**src/cpu_pkg.sv**
```systemverilog
// Fixed sizes for a four-register 8-bit core; data addresses wrap at 16 bytes, PC at 256.
package cpu_pkg;

    //////////////////////////////////////////////////
    // Widths and sizes.
    //////////////////////////////////////////////////
    localparam int data_w      = 8;    // Data path width.
    localparam int instr_w     = 16;   // Instruction word.
    localparam int pc_w        = 8;    // 256 instructions at most.
    localparam int reg_cnt     = 4;    // Register file entries.
    localparam int reg_aw      = 2;    // Register address bits.
    localparam int op_w        = 4;    // Opcode field.
    localparam int imm_w       = 8;    // I-type immediate.
    localparam int dmem_depth  = 16;   // Data memory bytes.
    localparam int dmem_aw     = 4;    // Low address bits used.
    localparam int seq_w       = 8;    // Sequence number, wraps around.
    localparam int stall_cnt_w = 3;    // Stall count, saturates at 7.

    // Tracker record: seq, pc, instr, stalls, in that order.
    localparam int rec_w = seq_w + pc_w + instr_w + stall_cnt_w;

    //////////////////////////////////////////////////
    // Instruction set.
    //////////////////////////////////////////////////
    typedef enum logic [op_w-1:0] {
        op_add  = 4'd0,
        op_sub  = 4'd1,
        op_and  = 4'd2,
        op_addi = 4'd3,   // rd = rs + imm.
        op_ld   = 4'd4,   // rd = mem[rs + imm].
        op_st   = 4'd5,   // mem[rs + imm] = rd.
        op_nop  = 4'd14,
        op_hlt  = 4'd15   // Stops fetch.
    } op_t;

    // Register-register layout.
    typedef struct packed {
        op_t               op;
        logic [reg_aw-1:0] rd;
        logic [reg_aw-1:0] rs;
        logic [reg_aw-1:0] rt;
        logic [5:0]        unused;   // Ignored by decode.
    } r_fmt_t;

    // Register-immediate layout.
    typedef struct packed {
        op_t               op;
        logic [reg_aw-1:0] rd;
        logic [reg_aw-1:0] rs;
        logic [imm_w-1:0]  imm;
    } i_fmt_t;

    // One word, two views; opcode, rd and rs sit at the same bits in both.
    typedef union packed {
        r_fmt_t r;
        i_fmt_t i;
    } instr_u;

endpackage

```
**src/decode_stage.sv**
```systemverilog
// No forwarding: a RAW hazard on execute or memory stalls here; write-back is passed through.
module decode_stage (
    input  logic                        clk,
    input  logic                        rst_n,
    input  logic                        f_valid,
    input  logic [cpu_pkg::instr_w-1:0] f_instr,
    input  logic                        wb_we,     // Already qualified by wb_valid.
    input  logic [cpu_pkg::reg_aw-1:0]  wb_rd,
    input  logic [cpu_pkg::data_w-1:0]  wb_data,
    input  logic                        e_valid,
    input  logic                        e_we,
    input  logic [cpu_pkg::reg_aw-1:0]  e_rd,
    output logic                        stall,
    output logic                        halt_seen,
    output logic                        d_valid,
    output cpu_pkg::op_t                d_op,
    output logic [cpu_pkg::reg_aw-1:0]  d_rd,
    output logic [cpu_pkg::data_w-1:0]  d_a,       // rs value.
    output logic [cpu_pkg::data_w-1:0]  d_b,       // rt value, or rd for ST.
    output logic [cpu_pkg::imm_w-1:0]   d_imm,
    output logic                        d_we
);
    import cpu_pkg::*;

    instr_u            instr;
    op_t               op;
    logic              is_r;            // R view selected.
    logic [reg_aw-1:0] src_a;
    logic [reg_aw-1:0] src_b;
    logic              use_a;
    logic              use_b;
    logic              busy_a;          // src_a still to be written ahead.
    logic              busy_b;          // src_b still to be written ahead.
    logic              writes;
    logic              dec_valid;
    logic              accept;          // Instruction leaves decode this cycle.
    logic [data_w-1:0] rf [reg_cnt];
    logic [data_w-1:0] val_a;
    logic [data_w-1:0] val_b;

    //////////////////////////////////////////////////
    // Union decode.
    //////////////////////////////////////////////////
    assign instr  = instr_u'(f_instr);
    assign op     = instr.r.op;
    assign is_r   = op inside {op_add, op_sub, op_and};
    assign src_a  = instr.i.rs;                      // Same bits in both views.
    assign src_b  = is_r ? instr.r.rt : instr.i.rd;  // ST reads rd as store data.
    assign use_a  = is_r || op inside {op_addi, op_ld, op_st};
    assign use_b  = is_r || op == op_st;
    assign writes = is_r || op inside {op_addi, op_ld};

    // Register reads, with same-cycle write-back passed through.
    assign val_a = (wb_we && wb_rd == src_a) ? wb_data : rf[src_a];
    assign val_b = (wb_we && wb_rd == src_b) ? wb_data : rf[src_b];

    //////////////////////////////////////////////////
    // Hazard and issue.
    //////////////////////////////////////////////////
    // A valid instruction in execute or memory will write the source.
    assign busy_a = (d_valid && d_we && d_rd == src_a) ||
                    (e_valid && e_we && e_rd == src_a);
    assign busy_b = (d_valid && d_we && d_rd == src_b) ||
                    (e_valid && e_we && e_rd == src_b);

    assign dec_valid = f_valid && !halt_seen;  // Word behind HLT is ignored.
    assign stall     = dec_valid && ((use_a && busy_a) || (use_b && busy_b));
    assign accept    = dec_valid && !stall;

    // Register file, written at the end of write-back.
    always_ff @(posedge clk) begin
        if (!rst_n) begin
            for (int i = 0; i < reg_cnt; i++) begin
                rf[i] <= '0;                   // Registers start at zero.
            end
        end else if (wb_we) begin
            rf[wb_rd] <= wb_data;
        end
    end

    // Halt flag, sticky until reset.
    always_ff @(posedge clk) begin
        if (!rst_n) begin
            halt_seen <= 1'b0;
        end else if (accept && op == op_hlt) begin
            halt_seen <= 1'b1;
        end
    end

    // Decode-to-execute register; a stall sends a bubble.
    always_ff @(posedge clk) begin
        if (!rst_n) begin
            d_valid <= 1'b0;
        end else begin
            d_valid <= accept;
        end
    end

    always_ff @(posedge clk) begin
        d_op  <= op;
        d_rd  <= instr.i.rd;
        d_a   <= val_a;
        d_b   <= val_b;
        d_imm <= is_r ? '0 : instr.i.imm;    // R type has no immediate.
        d_we  <= writes;
    end

endmodule

```
**src/execute_stage.sv**
```systemverilog
// Single-cycle ALU, never stalls; ADDI, LD and ST all form rs + imm with 8-bit wrap.
module execute_stage (
    input  logic                       clk,
    input  logic                       rst_n,
    input  logic                       d_valid,
    input  cpu_pkg::op_t               d_op,
    input  logic [cpu_pkg::reg_aw-1:0] d_rd,
    input  logic [cpu_pkg::data_w-1:0] d_a,
    input  logic [cpu_pkg::data_w-1:0] d_b,
    input  logic [cpu_pkg::imm_w-1:0]  d_imm,
    input  logic                       d_we,
    output logic                       e_valid,
    output cpu_pkg::op_t               e_op,
    output logic [cpu_pkg::reg_aw-1:0] e_rd,
    output logic [cpu_pkg::data_w-1:0] e_result,      // ALU value or memory address.
    output logic [cpu_pkg::data_w-1:0] e_store_data,
    output logic                       e_we
);
    import cpu_pkg::*;

    logic [data_w-1:0] alu;

    always_comb begin
        case (d_op)
            op_add:  alu = d_a + d_b;
            op_sub:  alu = d_a - d_b;
            op_and:  alu = d_a & d_b;
            default: alu = d_a + d_imm;   // Address adder; harmless for NOP and HLT.
        endcase
    end

    // Execute-to-memory register.
    always_ff @(posedge clk) begin
        if (!rst_n) begin
            e_valid <= 1'b0;
        end else begin
            e_valid <= d_valid;
        end
    end

    always_ff @(posedge clk) begin
        e_op         <= d_op;
        e_rd         <= d_rd;
        e_result     <= alu;
        e_store_data <= d_b;              // rd value for ST.
        e_we         <= d_we;
    end

endmodule

```
**src/fetch_stage.sv**
```systemverilog
// Instruction memory is read combinationally in the same cycle; PC wraps after 256 words.
module fetch_stage (
    input  logic                        clk,
    input  logic                        rst_n,
    input  logic                        stall,      // Hold PC and decode register.
    input  logic                        halt_seen,  // HLT left decode, stop for good.
    output logic [cpu_pkg::pc_w-1:0]    imem_addr,
    input  logic [cpu_pkg::instr_w-1:0] imem_data,
    output logic                        f_valid,
    output logic [cpu_pkg::pc_w-1:0]    f_pc,
    output logic [cpu_pkg::instr_w-1:0] f_instr
);
    import cpu_pkg::*;

    logic [pc_w-1:0] pc;
    logic            advance;

    assign advance   = !stall && !halt_seen;  // Fetch only when decode can take it.
    assign imem_addr = pc;

    // PC and valid bit.
    always_ff @(posedge clk) begin
        if (!rst_n) begin
            pc      <= '0;
            f_valid <= 1'b0;
        end else if (halt_seen) begin
            f_valid <= 1'b0;               // Drops the word fetched behind HLT.
        end else if (advance) begin
            pc      <= pc + 1'b1;
            f_valid <= 1'b1;
        end
    end

    // Fetch-to-decode payload, held during a stall.
    always_ff @(posedge clk) begin
        if (advance) begin
            f_pc    <= pc;
            f_instr <= imem_data;
        end
    end

endmodule

```
**src/memory_stage.sv**
```systemverilog
// 16-byte data memory cleared at reset; only the low 4 address bits are decoded.
module memory_stage (
    input  logic                       clk,
    input  logic                       rst_n,
    input  logic                       e_valid,
    input  cpu_pkg::op_t               e_op,
    input  logic [cpu_pkg::reg_aw-1:0] e_rd,
    input  logic [cpu_pkg::data_w-1:0] e_result,
    input  logic [cpu_pkg::data_w-1:0] e_store_data,
    input  logic                       e_we,
    output logic                       wb_valid,
    output cpu_pkg::op_t               wb_op,
    output logic                       wb_we,        // Valid and writing.
    output logic [cpu_pkg::reg_aw-1:0] wb_rd,
    output logic [cpu_pkg::data_w-1:0] wb_data
);
    import cpu_pkg::*;

    logic [data_w-1:0]  dmem [dmem_depth];
    logic [dmem_aw-1:0] addr;

    assign addr = e_result[dmem_aw-1:0];   // Upper address bits ignored.

    // Store port.
    always_ff @(posedge clk) begin
        if (!rst_n) begin
            for (int i = 0; i < dmem_depth; i++) begin
                dmem[i] <= '0;
            end
        end else if (e_valid && e_op == op_st) begin
            dmem[addr] <= e_store_data;
        end
    end

    // Memory-to-write-back register, control part.
    always_ff @(posedge clk) begin
        if (!rst_n) begin
            wb_valid <= 1'b0;
            wb_we    <= 1'b0;
        end else begin
            wb_valid <= e_valid;
            wb_we    <= e_valid && e_we;   // Register file write enable.
        end
    end

    // Load data or ALU result.
    always_ff @(posedge clk) begin
        wb_op   <= e_op;
        wb_rd   <= e_rd;
        wb_data <= (e_op == op_ld) ? dmem[addr] : e_result;
    end

endmodule

```
**src/pipe_cpu.sv**
```systemverilog
// Five-stage core with no branches; imem_data must answer imem_addr in the same cycle.
module pipe_cpu (
    input  logic                            clk,
    input  logic                            rst_n,
    output logic [cpu_pkg::pc_w-1:0]        imem_addr,
    input  logic [cpu_pkg::instr_w-1:0]     imem_data,
    output logic                            trace_valid,
    output logic [cpu_pkg::seq_w-1:0]       trace_seq,
    output logic [cpu_pkg::pc_w-1:0]        trace_pc,
    output logic [cpu_pkg::instr_w-1:0]     trace_instr,
    output logic [cpu_pkg::stall_cnt_w-1:0] trace_stalls,
    output logic                            trace_we,
    output logic [cpu_pkg::reg_aw-1:0]      trace_rd,
    output logic [cpu_pkg::data_w-1:0]      trace_data,
    output logic                            halted
);
    import cpu_pkg::*;

    // Fetch to decode.
    logic               f_valid;
    logic [pc_w-1:0]    f_pc;
    logic [instr_w-1:0] f_instr;
    logic               stall;
    logic               halt_seen;
    // Decode to execute.
    logic               d_valid;
    op_t                d_op;
    logic [reg_aw-1:0]  d_rd;
    logic [data_w-1:0]  d_a;
    logic [data_w-1:0]  d_b;
    logic [imm_w-1:0]   d_imm;
    logic               d_we;
    // Execute to memory.
    logic               e_valid;
    op_t                e_op;
    logic [reg_aw-1:0]  e_rd;
    logic [data_w-1:0]  e_result;
    logic [data_w-1:0]  e_store_data;
    logic               e_we;
    // Write-back.
    logic               wb_valid;
    op_t                wb_op;
    logic               wb_we;
    logic [reg_aw-1:0]  wb_rd;
    logic [data_w-1:0]  wb_data;

    fetch_stage i_fetch (
        .clk, .rst_n, .stall, .halt_seen, .imem_addr, .imem_data,
        .f_valid, .f_pc, .f_instr
    );

    decode_stage i_decode (
        .clk, .rst_n, .f_valid, .f_instr, .wb_we, .wb_rd, .wb_data,
        .e_valid, .e_we, .e_rd, .stall, .halt_seen,
        .d_valid, .d_op, .d_rd, .d_a, .d_b, .d_imm, .d_we
    );

    execute_stage i_execute (
        .clk, .rst_n, .d_valid, .d_op, .d_rd, .d_a, .d_b, .d_imm, .d_we,
        .e_valid, .e_op, .e_rd, .e_result, .e_store_data, .e_we
    );

    memory_stage i_memory (
        .clk, .rst_n, .e_valid, .e_op, .e_rd, .e_result, .e_store_data, .e_we,
        .wb_valid, .wb_op, .wb_we, .wb_rd, .wb_data
    );

    // Observes fetch and write-back only.
    pipeline_tracker i_tracker (
        .clk, .rst_n, .f_valid, .f_pc, .f_instr, .stall, .halt_seen,
        .wb_valid, .wb_op, .wb_we, .wb_rd, .wb_data,
        .trace_valid, .trace_seq, .trace_pc, .trace_instr, .trace_stalls,
        .trace_we, .trace_rd, .trace_data, .halted
    );

endmodule

```
**src/pipeline_tracker.sv**
```systemverilog
// Sequence numbers count instructions leaving decode and wrap at 256; stall counts stop at 7.
module pipeline_tracker (
    input  logic                            clk,
    input  logic                            rst_n,
    input  logic                            f_valid,
    input  logic [cpu_pkg::pc_w-1:0]        f_pc,
    input  logic [cpu_pkg::instr_w-1:0]     f_instr,
    input  logic                            stall,
    input  logic                            halt_seen,
    input  logic                            wb_valid,
    input  cpu_pkg::op_t                    wb_op,
    input  logic                            wb_we,
    input  logic [cpu_pkg::reg_aw-1:0]      wb_rd,
    input  logic [cpu_pkg::data_w-1:0]      wb_data,
    output logic                            trace_valid,   // One pulse per retire.
    output logic [cpu_pkg::seq_w-1:0]       trace_seq,
    output logic [cpu_pkg::pc_w-1:0]        trace_pc,
    output logic [cpu_pkg::instr_w-1:0]     trace_instr,
    output logic [cpu_pkg::stall_cnt_w-1:0] trace_stalls,
    output logic                            trace_we,
    output logic [cpu_pkg::reg_aw-1:0]      trace_rd,
    output logic [cpu_pkg::data_w-1:0]      trace_data,
    output logic                            halted
);
    import cpu_pkg::*;

    logic [seq_w-1:0]       seq_cnt;     // Number of the instruction in decode.
    logic [stall_cnt_w-1:0] dec_stalls;  // Cycles it has been held so far.
    logic                   accept;
    logic [rec_w-1:0]       ex_rec;      // Shadow of execute.
    logic [rec_w-1:0]       mem_rec;     // Shadow of memory.
    logic [rec_w-1:0]       wb_rec;      // Shadow of write-back.

    // Same rule as decode: leaves when valid, not halted, not stalled.
    assign accept = f_valid && !halt_seen && !stall;

    //////////////////////////////////////////////////
    // Decode slot.
    //////////////////////////////////////////////////
    always_ff @(posedge clk) begin
        if (!rst_n) begin
            seq_cnt    <= '0;
            dec_stalls <= '0;
        end else if (accept) begin
            seq_cnt    <= seq_cnt + 1'b1;   // Wraps.
            dec_stalls <= '0;               // Next instruction starts clean.
        end else if (stall && dec_stalls != '1) begin
            dec_stalls <= dec_stalls + 1'b1;
        end
    end

    //////////////////////////////////////////////////
    // Shadow pipeline, moving in step with the CPU.
    //////////////////////////////////////////////////
    always_ff @(posedge clk) begin
        ex_rec  <= {seq_cnt, f_pc, f_instr, dec_stalls};  // Bubble when not accepted.
        mem_rec <= ex_rec;
        wb_rec  <= mem_rec;
    end

    // Join record and write-back values.
    assign trace_valid = wb_valid;
    assign {trace_seq, trace_pc, trace_instr, trace_stalls} = wb_rec;
    assign trace_we   = wb_we;
    assign trace_rd   = wb_we ? wb_rd : '0;     // Zero for ST, NOP and HLT.
    assign trace_data = wb_we ? wb_data : '0;

    // Halted follows the HLT record by one cycle.
    always_ff @(posedge clk) begin
        if (!rst_n) begin
            halted <= 1'b0;
        end else if (wb_valid && wb_op == op_hlt) begin
            halted <= 1'b1;
        end
    end

endmodule

```
**config.mk**
```make
export PLATFORM = sky130hd
export DESIGN_NAME = pipe_cpu
export DESIGN_NICKNAME = d
export VERILOG_FILES = /design/src/cpu_pkg.sv /design/src/decode_stage.sv /design/src/execute_stage.sv /design/src/fetch_stage.sv /design/src/memory_stage.sv /design/src/pipe_cpu.sv /design/src/pipeline_tracker.sv
export SDC_FILE = /design/constraint.sdc
export NUM_CORES = 1
export LEC_CHECK = 0
export BUFFER_PORTS_ARGS = -buffer_cell sky130_fd_sc_hd__buf_2
export CAP_MARGIN = 20
export CORE_ASPECT_RATIO = 1.5
export CORE_MARGIN = 2
export CORE_UTILIZATION = 63
export CTS_BUF_LIST = sky130_fd_sc_hd__clkbuf_8
export DETAILED_ROUTE_END_ITERATION = 6
export PLACE_DENSITY = 0.8
export SLEW_MARGIN = 20
export SYNTH_ARGS = -nofsm -noshare
export SYNTH_HDL_FRONTEND = slang
export SYNTH_SLANG_ARGS = --single-unit
```
**constraint.sdc**
```tcl
create_clock -name clk -period 4.27 [get_ports clk]
set_clock_uncertainty 0.05 [all_clocks]
set_input_delay 0.854 -clock clk [delete_from_list [all_inputs] [get_ports clk]]
set_output_delay 0.854 -clock clk [all_outputs]
set_load 0.005 [all_outputs]
```
# [Word-level counts from Yosys, hierarchy flattened]
# Memories as Yosys holds them, arrays and structs flattened. A register that Yosys moved wholly into a read port is not among the register bits.
# Cells that the tools add are included.
[totals] n_memories=2 ram_bits=160 inputBits=18 register_bits=223
[classes] bitwise=3 n_eq_ne=18 reduce_logical=36 mux=21 add_sub_neg=6
[mem_list] memory="i_memory.dmem" words=16 word_bits=8 read_ports=1 rd_ports_with_merged_regs=1 write_ports=16 line_no="memory_stage.sv:19" text="logic [data_w-1:0] dmem [dmem_depth];"
[mem_list] memory="i_decode.rf" words=4 word_bits=8 read_ports=2 rd_ports_with_merged_regs=1 write_ports=4 line_no="decode_stage.sv:37" text="logic [data_w-1:0] rf [reg_cnt];"
[op_table] op="2-to-1 mux 8 bit" count=6
[op_table] op="one-hot mux 8 bit (3 select lines)" count=1
[op_table] op="logical AND 1 bit" count=18
[op_table] op="adder 8 x 1 -> 8 bit (second input constant)" count=2
[op_table] op="adder 8 bit" count=2
[op_table] op="== test 4 x 3 -> 1 bit (second input constant)" count=4
[op_table] op="OR reduction 8 bit" count=2
[op_table] op="== test 2 bit" count=6
[op_table] op="== test 4 x 2 -> 1 bit (second input constant)" count=3
[op_table] op="2-to-1 mux 1 bit" count=9
[op_table] op="AND 8 bit" count=1
[op_table] op="== test 4 x 1 -> 1 bit (second input constant)" count=2
[op_table] op="== test 4 bit (second input constant)" count=2
[op_table] op="logical NOT 4 bit" count=2
[op_table] op="2-to-1 mux 2 bit" count=4
[op_table] op="subtractor 8 bit" count=1
[op_table] op="logical OR 1 bit" count=6
[op_table] op="nonzero test 3 bit" count=2
[op_table] op="2-to-1 mux 4 bit" count=1
[op_table] op="OR reduction 2 bit" count=2
[op_table] op="adder 3 x 1 -> 3 bit (second input constant)" count=1
[op_table] op="inequality test 3 bit (second input constant)" count=1
[op_table] op="logical NOT 1 bit" count=2
[op_table] op="inverter 1 bit" count=2
[op_table] op="2 further kinds" count=2

# [Longest topological paths before layout]
[logic_depth] ltp_word=12 mapped_depth=13 mapped_depth_nobuf=13

# [Cells and area by module]
# From an unflattened synthesis, not the netlist that was laid out.
[unflattened] cells_unflattened=992 hier_area_um2=14279.9
[by_module_without_submodules] mod="memory_stage" cells_each=413 seq_area_each_um2=4164.0 area_per_inst_um2=6364.9 n_inst=1
[by_module_without_submodules] mod="decode_stage" cells_each=204 seq_area_each_um2=1621.6 area_per_inst_um2=2861.5 n_inst=1
[by_module_without_submodules] mod="pipeline_tracker" cells_each=174 seq_area_each_um2=2342.2 area_per_inst_um2=2716.4 n_inst=1
[by_module_without_submodules] mod="execute_stage" cells_each=134 seq_area_each_um2=480.5 area_per_inst_um2=1236.2 n_inst=1
[by_module_without_submodules] mod="fetch_stage" cells_each=67 seq_area_each_um2=900.9 area_per_inst_um2=1101.1 n_inst=1

# [Worst setup path after synthesis]
# No wires, ideal clock.
[synth_timing] kind="flip-flop to flip-flop" startpoint="reg i_fetch.f_instr[12] (netlist name)" endpoint="reg i_fetch.pc[6] (netlist: i_fetch.imem_addr[6])" path_stages_with_launch=8 setup_ps=72 setup_slack_ps=1004 t_arrival_ps=3145 required_ps=4148 cell_sequence="edfxtp_1 a211oi_4 mux2i_2 xor2_1 a22o_4 a21oi_2 and3_1 mux2i_1"
[synth_via] elab_chain_len=12 word_cells_on_any_way=23 classes_between="7 x eq/ne; 1 x mux; 15 x reduce/logical"
[synth_rtl] element="start, declared" line_no="fetch_stage.sv:11" text="output logic [cpu_pkg::instr_w-1:0] f_instr"
[synth_rtl] element="start signal, assigned" line_no="fetch_stage.sv:38" text="f_instr <= imem_data;"
[synth_rtl] element="== test 4 x 1 -> 1 bit, or another cell as far along" line_no="decode_stage.sv:46" text="assign is_r = op inside {op_add, op_sub, op_and};"
[synth_rtl] element="nonzero test 3 bit" line_no="decode_stage.sv:46"
[synth_rtl] element="2-to-1 mux 2 bit" line_no="decode_stage.sv:48" text="assign src_b = is_r ? instr.r.rt : instr.i.rd;"
[synth_rtl] element="== test 2 bit (on tied branches)" line_no="decode_stage.sv:63, decode_stage.sv:64"
[synth_rtl] element="logical AND 1 bit (on tied branches)" line_no="decode_stage.sv:63, decode_stage.sv:64"
[synth_rtl] element="logical OR 1 bit" line_no="decode_stage.sv:63" text="assign busy_b = (d_valid && d_we && d_rd == src_b) ||"
[synth_rtl] element="logical AND 1 bit" line_no="decode_stage.sv:67" text="assign stall = dec_valid && ((use_a && busy_a) || (use_b && busy_b));"
[synth_rtl] element="logical OR 1 bit *" line_no="decode_stage.sv:67"
[synth_rtl] element="logical AND 1 bit *" line_no="decode_stage.sv:67"
[synth_rtl] element="logical NOT 1 bit *" line_no="fetch_stage.sv:18" text="assign advance = !stall && !halt_seen;"
[synth_rtl] element="logical AND 1 bit *" line_no="fetch_stage.sv:18"
[synth_rtl] element="named net i_fetch.advance" line_no="fetch_stage.sv:16" text="logic advance;"
[synth_rtl] element="AND reduction 2 bit (no line) *"
[synth_rtl] element="end signal, assigned" line_no="fetch_stage.sv:29" text="pc <= pc + 1'b1;"
[synth_rtl] element="end, declared" line_no="fetch_stage.sv:15" text="logic [pc_w-1:0] pc;"
# Mark *: on every way through the listed nets, which the timed path passes. The rest lies on a longest branch.
# A chain may end at the register's enable or synchronous reset.

# [Worst setup path in the final report]
[layout_timing] startpoint="reg i_fetch.f_instr[12] (netlist name)" endpoint="reg i_tracker.seq_cnt[4]"
[layout_via] elab_chain_len=11 word_cells_on_any_way=22 classes_between="7 x eq/ne; 1 x mux; 14 x reduce/logical"
[layout_rtl] element="== test 4 x 1 -> 1 bit, or another cell as far along" line_no="decode_stage.sv:46"
[layout_rtl] element="nonzero test 3 bit" line_no="decode_stage.sv:46"
[layout_rtl] element="2-to-1 mux 2 bit" line_no="decode_stage.sv:48"
[layout_rtl] element="== test 2 bit (on tied branches)" line_no="decode_stage.sv:63, decode_stage.sv:64"
[layout_rtl] element="logical AND 1 bit (on tied branches)" line_no="decode_stage.sv:63, decode_stage.sv:64"
[layout_rtl] element="logical OR 1 bit" line_no="decode_stage.sv:63"
[layout_rtl] element="logical AND 1 bit" line_no="decode_stage.sv:67"
[layout_rtl] element="logical OR 1 bit *" line_no="decode_stage.sv:67"
[layout_rtl] element="logical AND 1 bit *" line_no="decode_stage.sv:67"
[layout_rtl] element="logical NOT 1 bit *" line_no="pipeline_tracker.sv:35" text="assign accept = f_valid && !halt_seen && !stall;"
[layout_rtl] element="logical AND 1 bit *" line_no="pipeline_tracker.sv:35"
[layout_rtl] element="end signal, assigned" line_no="pipeline_tracker.sv:45" text="seq_cnt <= seq_cnt + 1'b1;"
[layout_rtl] element="end, declared" line_no="pipeline_tracker.sv:27" text="logic [seq_w-1:0] seq_cnt;"
# Every way passes the cells marked *; elsewhere a longest branch is shown, timed or not.

==> flow_summary.html <==
<table>
<tr><th>Metric</th><th>Value</th></tr>
<tr><th colspan="2">Routing</th></tr>
<tr><td>Total via count in the routed design</td><td>7846</td></tr>
<tr><td>DRC violation total after the first TritonRoute iteration</td><td>471</td></tr>
<tr><td>Ratio of routed vias to standard cells</td><td>5.545</td></tr>
<tr><td>Per-cell routed wire length</td><td>19.03 um</td></tr>
<tr><td>DR DRC count</td><td>0</td></tr>
<tr><td>Detailed-router iteration count before antenna repair</td><td>5</td></tr>
<tr><td>DRT antenna net count</td><td>0</td></tr>
<tr><td>Drt total wl</td><td>26920 um</td></tr>
<tr><th colspan="2">Run status</th></tr>
<tr><td>Outcome</td><td>finished, final reports clean</td></tr>
<tr><th colspan="2">Global route</th></tr>
<tr><td>Overall global routing resource usage</td><td>23.53%</td></tr>
<tr><td>Pin count of the biggest net entering global routing</td><td>66</td></tr>
<tr><td>Wire length of the first global-routing pass</td><td>43330 um</td></tr>
<tr><td>Vias in the first global route</td><td>8264</td></tr>
<tr><td>GR Overflow Total</td><td>0</td></tr>
<tr><td>Antenna violations before repair</td><td>0</td></tr>
<tr><th colspan="2">Floorplanning</th></tr>
<tr><td>Die boundary height</td><td>186.4 um</td></tr>
<tr><td>Initial Util</td><td>64.33%</td></tr>
<tr><td>Die X</td><td>125.6 um</td></tr>
<tr><td>Number of placement rows</td><td>66</td></tr>
<tr><td>Die Outline Area</td><td>0.02341 mm2</td></tr>
<tr><td>Core region area</td><td>0.02172 mm2</td></tr>
<tr><td>Top-Level Pins</td><td>74</td></tr>
<tr><th colspan="2">Synth</th></tr>
<tr><td>Cell with the most instances after synthesis</td><td>sky130_fd_sc_hd__edfxtp_1</td></tr>
<tr><td>Cell variety after synth</td><td>48</td></tr>
<tr><td>Combinational family with the most area after synthesis</td><td>simple AND/OR/NAND/NOR gates</td></tr>
<tr><td>Number of warning messages in the yosys log</td><td>0</td></tr>
<tr><td>Synth top area share</td><td>39.55%</td></tr>
<tr><td>Avg Inst Size Synth</td><td>14.07 um2</td></tr>
<tr><td>Area contributors post-synth</td><td>sky130_fd_sc_hd__edfxtp_1, sky130_fd_sc_hd__dfxtp_1, sky130_fd_sc_hd__mux4_2</td></tr>
<tr><td>Multiplexer share of the synthesized area</td><td>11.56%</td></tr>
<tr><td>Synthesized-area fraction occupied by xor and xnor cells</td><td>1.818%</td></tr>
<tr><td>Post-Synth Adder-Cell Area</td><td>1.307%</td></tr>
<tr><td>Total of flip-flops plus latches after synthesis</td><td>367</td></tr>
<tr><td>Simple-gate portion of the synthesized area</td><td>14.26%</td></tr>
<tr><td>Most area-hungry cell type in the Yosys netlist</td><td>sky130_fd_sc_hd__edfxtp_1</td></tr>
<tr><td>Synthesized-area fraction occupied by ao, oa, aoi and oai cells</td><td>3.689%</td></tr>
<tr><td>Most common library cells after synthesis</td><td>sky130_fd_sc_hd__edfxtp_1, sky130_fd_sc_hd__dfxtp_1, sky130_fd_sc_hd__and2_1</td></tr>
<tr><td>Cell count after synthesis</td><td>993</td></tr>
<tr><td>Netlist area before placement</td><td>0.01397 mm2</td></tr>
<tr><td>Share of flip-flops with an asynchronous set or reset</td><td>0%</td></tr>
<tr><td>Number of nets in the synthesized netlist</td><td>1025</td></tr>
<tr><td>Primary flip-flop cell chosen by synthesis mapping</td><td>sky130_fd_sc_hd__edfxtp_1</td></tr>
<tr><td>Number of enable-type register cells in the synthesized netlist</td><td>184</td></tr>
<tr><td>Share of the yosys chip area belonging to registers</td><td>65.77%</td></tr>
<tr><th colspan="2">Power and ir drop</th></tr>
<tr><td>Sw Share</td><td>25.69%</td></tr>
<tr><td>Sequential fraction of design power</td><td>54.5%</td></tr>
<tr><td>Switching Power</td><td>2.008 mW</td></tr>
<tr><td>Combinational share of power</td><td>12.2%</td></tr>
<tr><td>Clock group share of total power</td><td>33.3%</td></tr>
<tr><td>Leak</td><td>6.415 nW</td></tr>
<tr><td>Worst IR drop on VDD</td><td>0.4234 mV</td></tr>
<tr><td>Pwr Density</td><td>496.7 mW/mm2</td></tr>
<tr><td>Internal Dissipation</td><td>5.809 mW</td></tr>
<tr><th colspan="2">CTS</th></tr>
<tr><td>Maximum count of clock buffers along a single path</td><td>3</td></tr>
<tr><td>Gates resized, CTS repair</td><td>0</td></tr>
<tr><td>Post-CTS repair timing setup buffer count</td><td>0</td></tr>
<tr><td>CTS Root Buffer Type</td><td>sky130_fd_sc_hd__clkbuf_8</td></tr>
<tr><td>Sink count of the clock tree</td><td>367</td></tr>
<tr><td>Number of clock buffers inserted by TritonCTS</td><td>49</td></tr>
<tr><td>Number of H-tree levels</td><td>2</td></tr>
<tr><td>CTS tree</td><td>yes</td></tr>
<tr><td>Clock input transition at the sequential cells of the worst setup and hold paths</td><td>60 ps</td></tr>
<tr><td>Clock network latency to the later pin of the worst-skew pair</td><td>560 ps</td></tr>
<tr><td>Hold buffer count at cts</td><td>0</td></tr>
<tr><th colspan="2">Worst setup path</th></tr>
<tr><td>Setup CP Type</td><td>reg2reg</td></tr>
<tr><td>Required time of the worst setup path</td><td>4660 ps</td></tr>
<tr><td>Highest cell delay on the worst timing path</td><td>670 ps</td></tr>
<tr><td>Maximum fanout encountered on the critical timing path</td><td>27</td></tr>
<tr><td>Ordered cell list for the critical path</td><td>a211oi_4 -&gt; mux2i_2 -&gt; buf_4 -&gt; xor2_1 -&gt; a22o_4 -&gt; a2111oi_4 -&gt; nand4_1 -&gt; mux2i_1</td></tr>
<tr><td>Family of cells with the greatest summed delay on the critical path</td><td>compound AO/OA/AOI/OAI gates</td></tr>
<tr><td>Data arrival time of the critical path</td><td>3560 ps</td></tr>
<tr><td>Crit path capture type</td><td>flip-flop</td></tr>
<tr><td>R2R setup slack</td><td>1090 ps</td></tr>
<tr><td>Worst path buffer plus inverter count</td><td>1</td></tr>
<tr><td>Type of origin of the critical path</td><td>flip-flop</td></tr>
<tr><td>Critical-path top delay cell</td><td>sky130_fd_sc_hd__a2111oi_4</td></tr>
<tr><th colspan="2">Timing</th></tr>
<tr><td>Worst relative slew slack</td><td>45.18%</td></tr>
<tr><td>Number of hold-slack violations in the final timing report</td><td>0</td></tr>
<tr><td>Hold slack final</td><td>276.7 ps</td></tr>
<tr><td>Post-route clock period utilization</td><td>74.43%</td></tr>
<tr><td>Highest clock rate</td><td>314.7 MHz</td></tr>
<tr><td>Max-slew violation count</td><td>0</td></tr>
<tr><td>RSZ-0062 raised after global routing</td><td>false</td></tr>
<tr><td>Total setup violations reported at the end of the flow</td><td>0</td></tr>
<tr><td>Min cycle time layout</td><td>3178 ps</td></tr>
<tr><td>Worst Max-Slew Pin Slew</td><td>821.2 ps</td></tr>
<tr><td>Setup total negative slack</td><td>0 ps</td></tr>
<tr><th colspan="2">Placed design</th></tr>
<tr><td>Number of port buffers</td><td>73</td></tr>
<tr><td>Last weighted congestion value of the routability-driven placer</td><td>0.8309</td></tr>
<tr><td>Count of placed standard cells including taps</td><td>1323</td></tr>
<tr><td>Detailed-placement wirelength estimate</td><td>19270 um</td></tr>
<tr><th colspan="2">Final layout</th></tr>
<tr><td>Number of filler instances in the final layout</td><td>1432</td></tr>
<tr><td>Post-Layout Cell Count</td><td>1415</td></tr>
<tr><td>Synth-to-layout area growth</td><td>12.64%</td></tr>
<tr><td>Layout cell share with drive strength beyond 1</td><td>22.05%</td></tr>
<tr><td>N_diodes</td><td>0</td></tr>
<tr><td>Post-layout nets</td><td>1134</td></tr>
<tr><th colspan="2">Min path</th></tr>
<tr><td>Type of the tightest min-delay check</td><td>reg2reg</td></tr>
<tr><th colspan="2">Run</th></tr>
<tr><td>Max capacitance violation total</td><td>0</td></tr>
</table>
path summary, 6_finish.rpt:
| check | start | to | cells past startpoint |
|---|---|---|---|
| worst max-delay path | i_fetch.f_instr[12] | i_tracker.seq_cnt[4] | 8 |
| worst min-delay path | i_tracker.ex_rec[11] | i_tracker.mem_rec[11] | 0 |
| worst max register to register | i_fetch.f_instr[12] | i_tracker.seq_cnt[4] | 8 |
| worst min register to register | i_tracker.ex_rec[11] | i_tracker.mem_rec[11] | 0 |
layout make-up:
| cell class | count | area, um2 | share of cell area [%] |
|---|---|---|---|
| flip-flops and latches | 367 | 9190 | 58.40 |
| multi-input cells | 569 | 4573 | 29.06 |
| clock buffers | 62 | 853.3 | 5.422 |
| repair buffers | 99 | 560.5 | 3.562 |
| well taps | 272 | 340.3 | 2.163 |
| clock inverters | 30 | 160.2 | 1.018 |
| inverters | 16 | 60.06 | 0.3816 |
cells by family (layout without fill, tap and decap cells):
family,Yosys count,after routing
AO/OA/AOI/OAI,81,81
AND/OR/NAND/NOR,346,346
XOR/XNOR,29,29
adder cells (fa/ha/maj),14,14
buffers and inverters,57,207
multiplexers,99,99
flip-flops,367,367
power by group through the flow:
stage          sequential (mW)  combinational, mW  clock [mW]
6_report                  4.26              0.955        2.60
5_1_grt                   4.30               1.02        2.80
4_1_cts                   4.26              0.958        2.66
3_5_place_dp              4.33              0.954           0
3_3_place_gp              4.31              0.933           0
2_1_floorplan             4.13              0.778           0
per-stage QoR:
step	area [um2]	utilization (%)	worst slack, ps	power, mW
6_report	15740	72.46	1092	7.817
4_1_cts	15740	72.46	1104	7.874
3_3_place_gp	14720	67.80	1227	5.246
3_5_place_dp	14720	67.80	1171	5.284
2_1_floorplan	13970	-	1004	4.910
5_1_grt	15740	72.46	902.5	8.127
registers in the layout (all words and copies together) (netlist names), 16 cells and up, named ones only:
signal / count
i_memory.dmem: 128
i_tracker.ex_rec: 35
i_tracker.mem_rec: 35
i_tracker.wb_rec: 35
i_decode.rf: 32
i_fetch.f_instr: 16
metal layers:
| metal | share of wire [%] | track usage [%] |
|---|---|---|
| met5 | 0 | 0 |
| met4 | 3.4 | 9.231 |
| met3 | 3.9 | 3.154 |
| met2 | 57 | 45.70 |
| met1 | 35 | 25.36 |
placed cells by master, fill, tap and decap left out, types with 17 or more instances in the layout:
| master | count |
|---|---|
| sky130_fd_sc_hd__o21ai_0 | 33 |
| sky130_fd_sc_hd__buf_2 | 73 |
| sky130_fd_sc_hd__nand2_1 | 34 |
| sky130_fd_sc_hd__nand2b_1 | 27 |
| sky130_fd_sc_hd__a21oi_1 | 21 |
| sky130_fd_sc_hd__nor2_1 | 34 |
| sky130_fd_sc_hd__mux4_2 | 47 |
| sky130_fd_sc_hd__inv_1 | 34 |
| sky130_fd_sc_hd__xor2_1 | 17 |
| sky130_fd_sc_hd__mux2_2 | 26 |
| sky130_fd_sc_hd__nand3_1 | 20 |
| sky130_fd_sc_hd__clkbuf_8 | 62 |
| sky130_fd_sc_hd__edfxtp_1 | 184 |
| sky130_fd_sc_hd__dfxtp_1 | 182 |
| sky130_fd_sc_hd__mux2i_1 | 25 |
| sky130_fd_sc_hd__buf_4 | 26 |
| sky130_fd_sc_hd__and2_1 | 162 |
worst reg2reg max path, cell delays in order, from the launching register on:
cell and delay, ps:
sky130_fd_sc_hd__edfxtp_1 500, sky130_fd_sc_hd__a211oi_4 440, sky130_fd_sc_hd__mux2i_2 250, sky130_fd_sc_hd__buf_4 340, sky130_fd_sc_hd__xor2_1 140, sky130_fd_sc_hd__a22o_4 300, sky130_fd_sc_hd__a2111oi_4 670, sky130_fd_sc_hd__nand4_1 210
sky130_fd_sc_hd__mux2i_1 150
(Power assumes the default switching activity.)
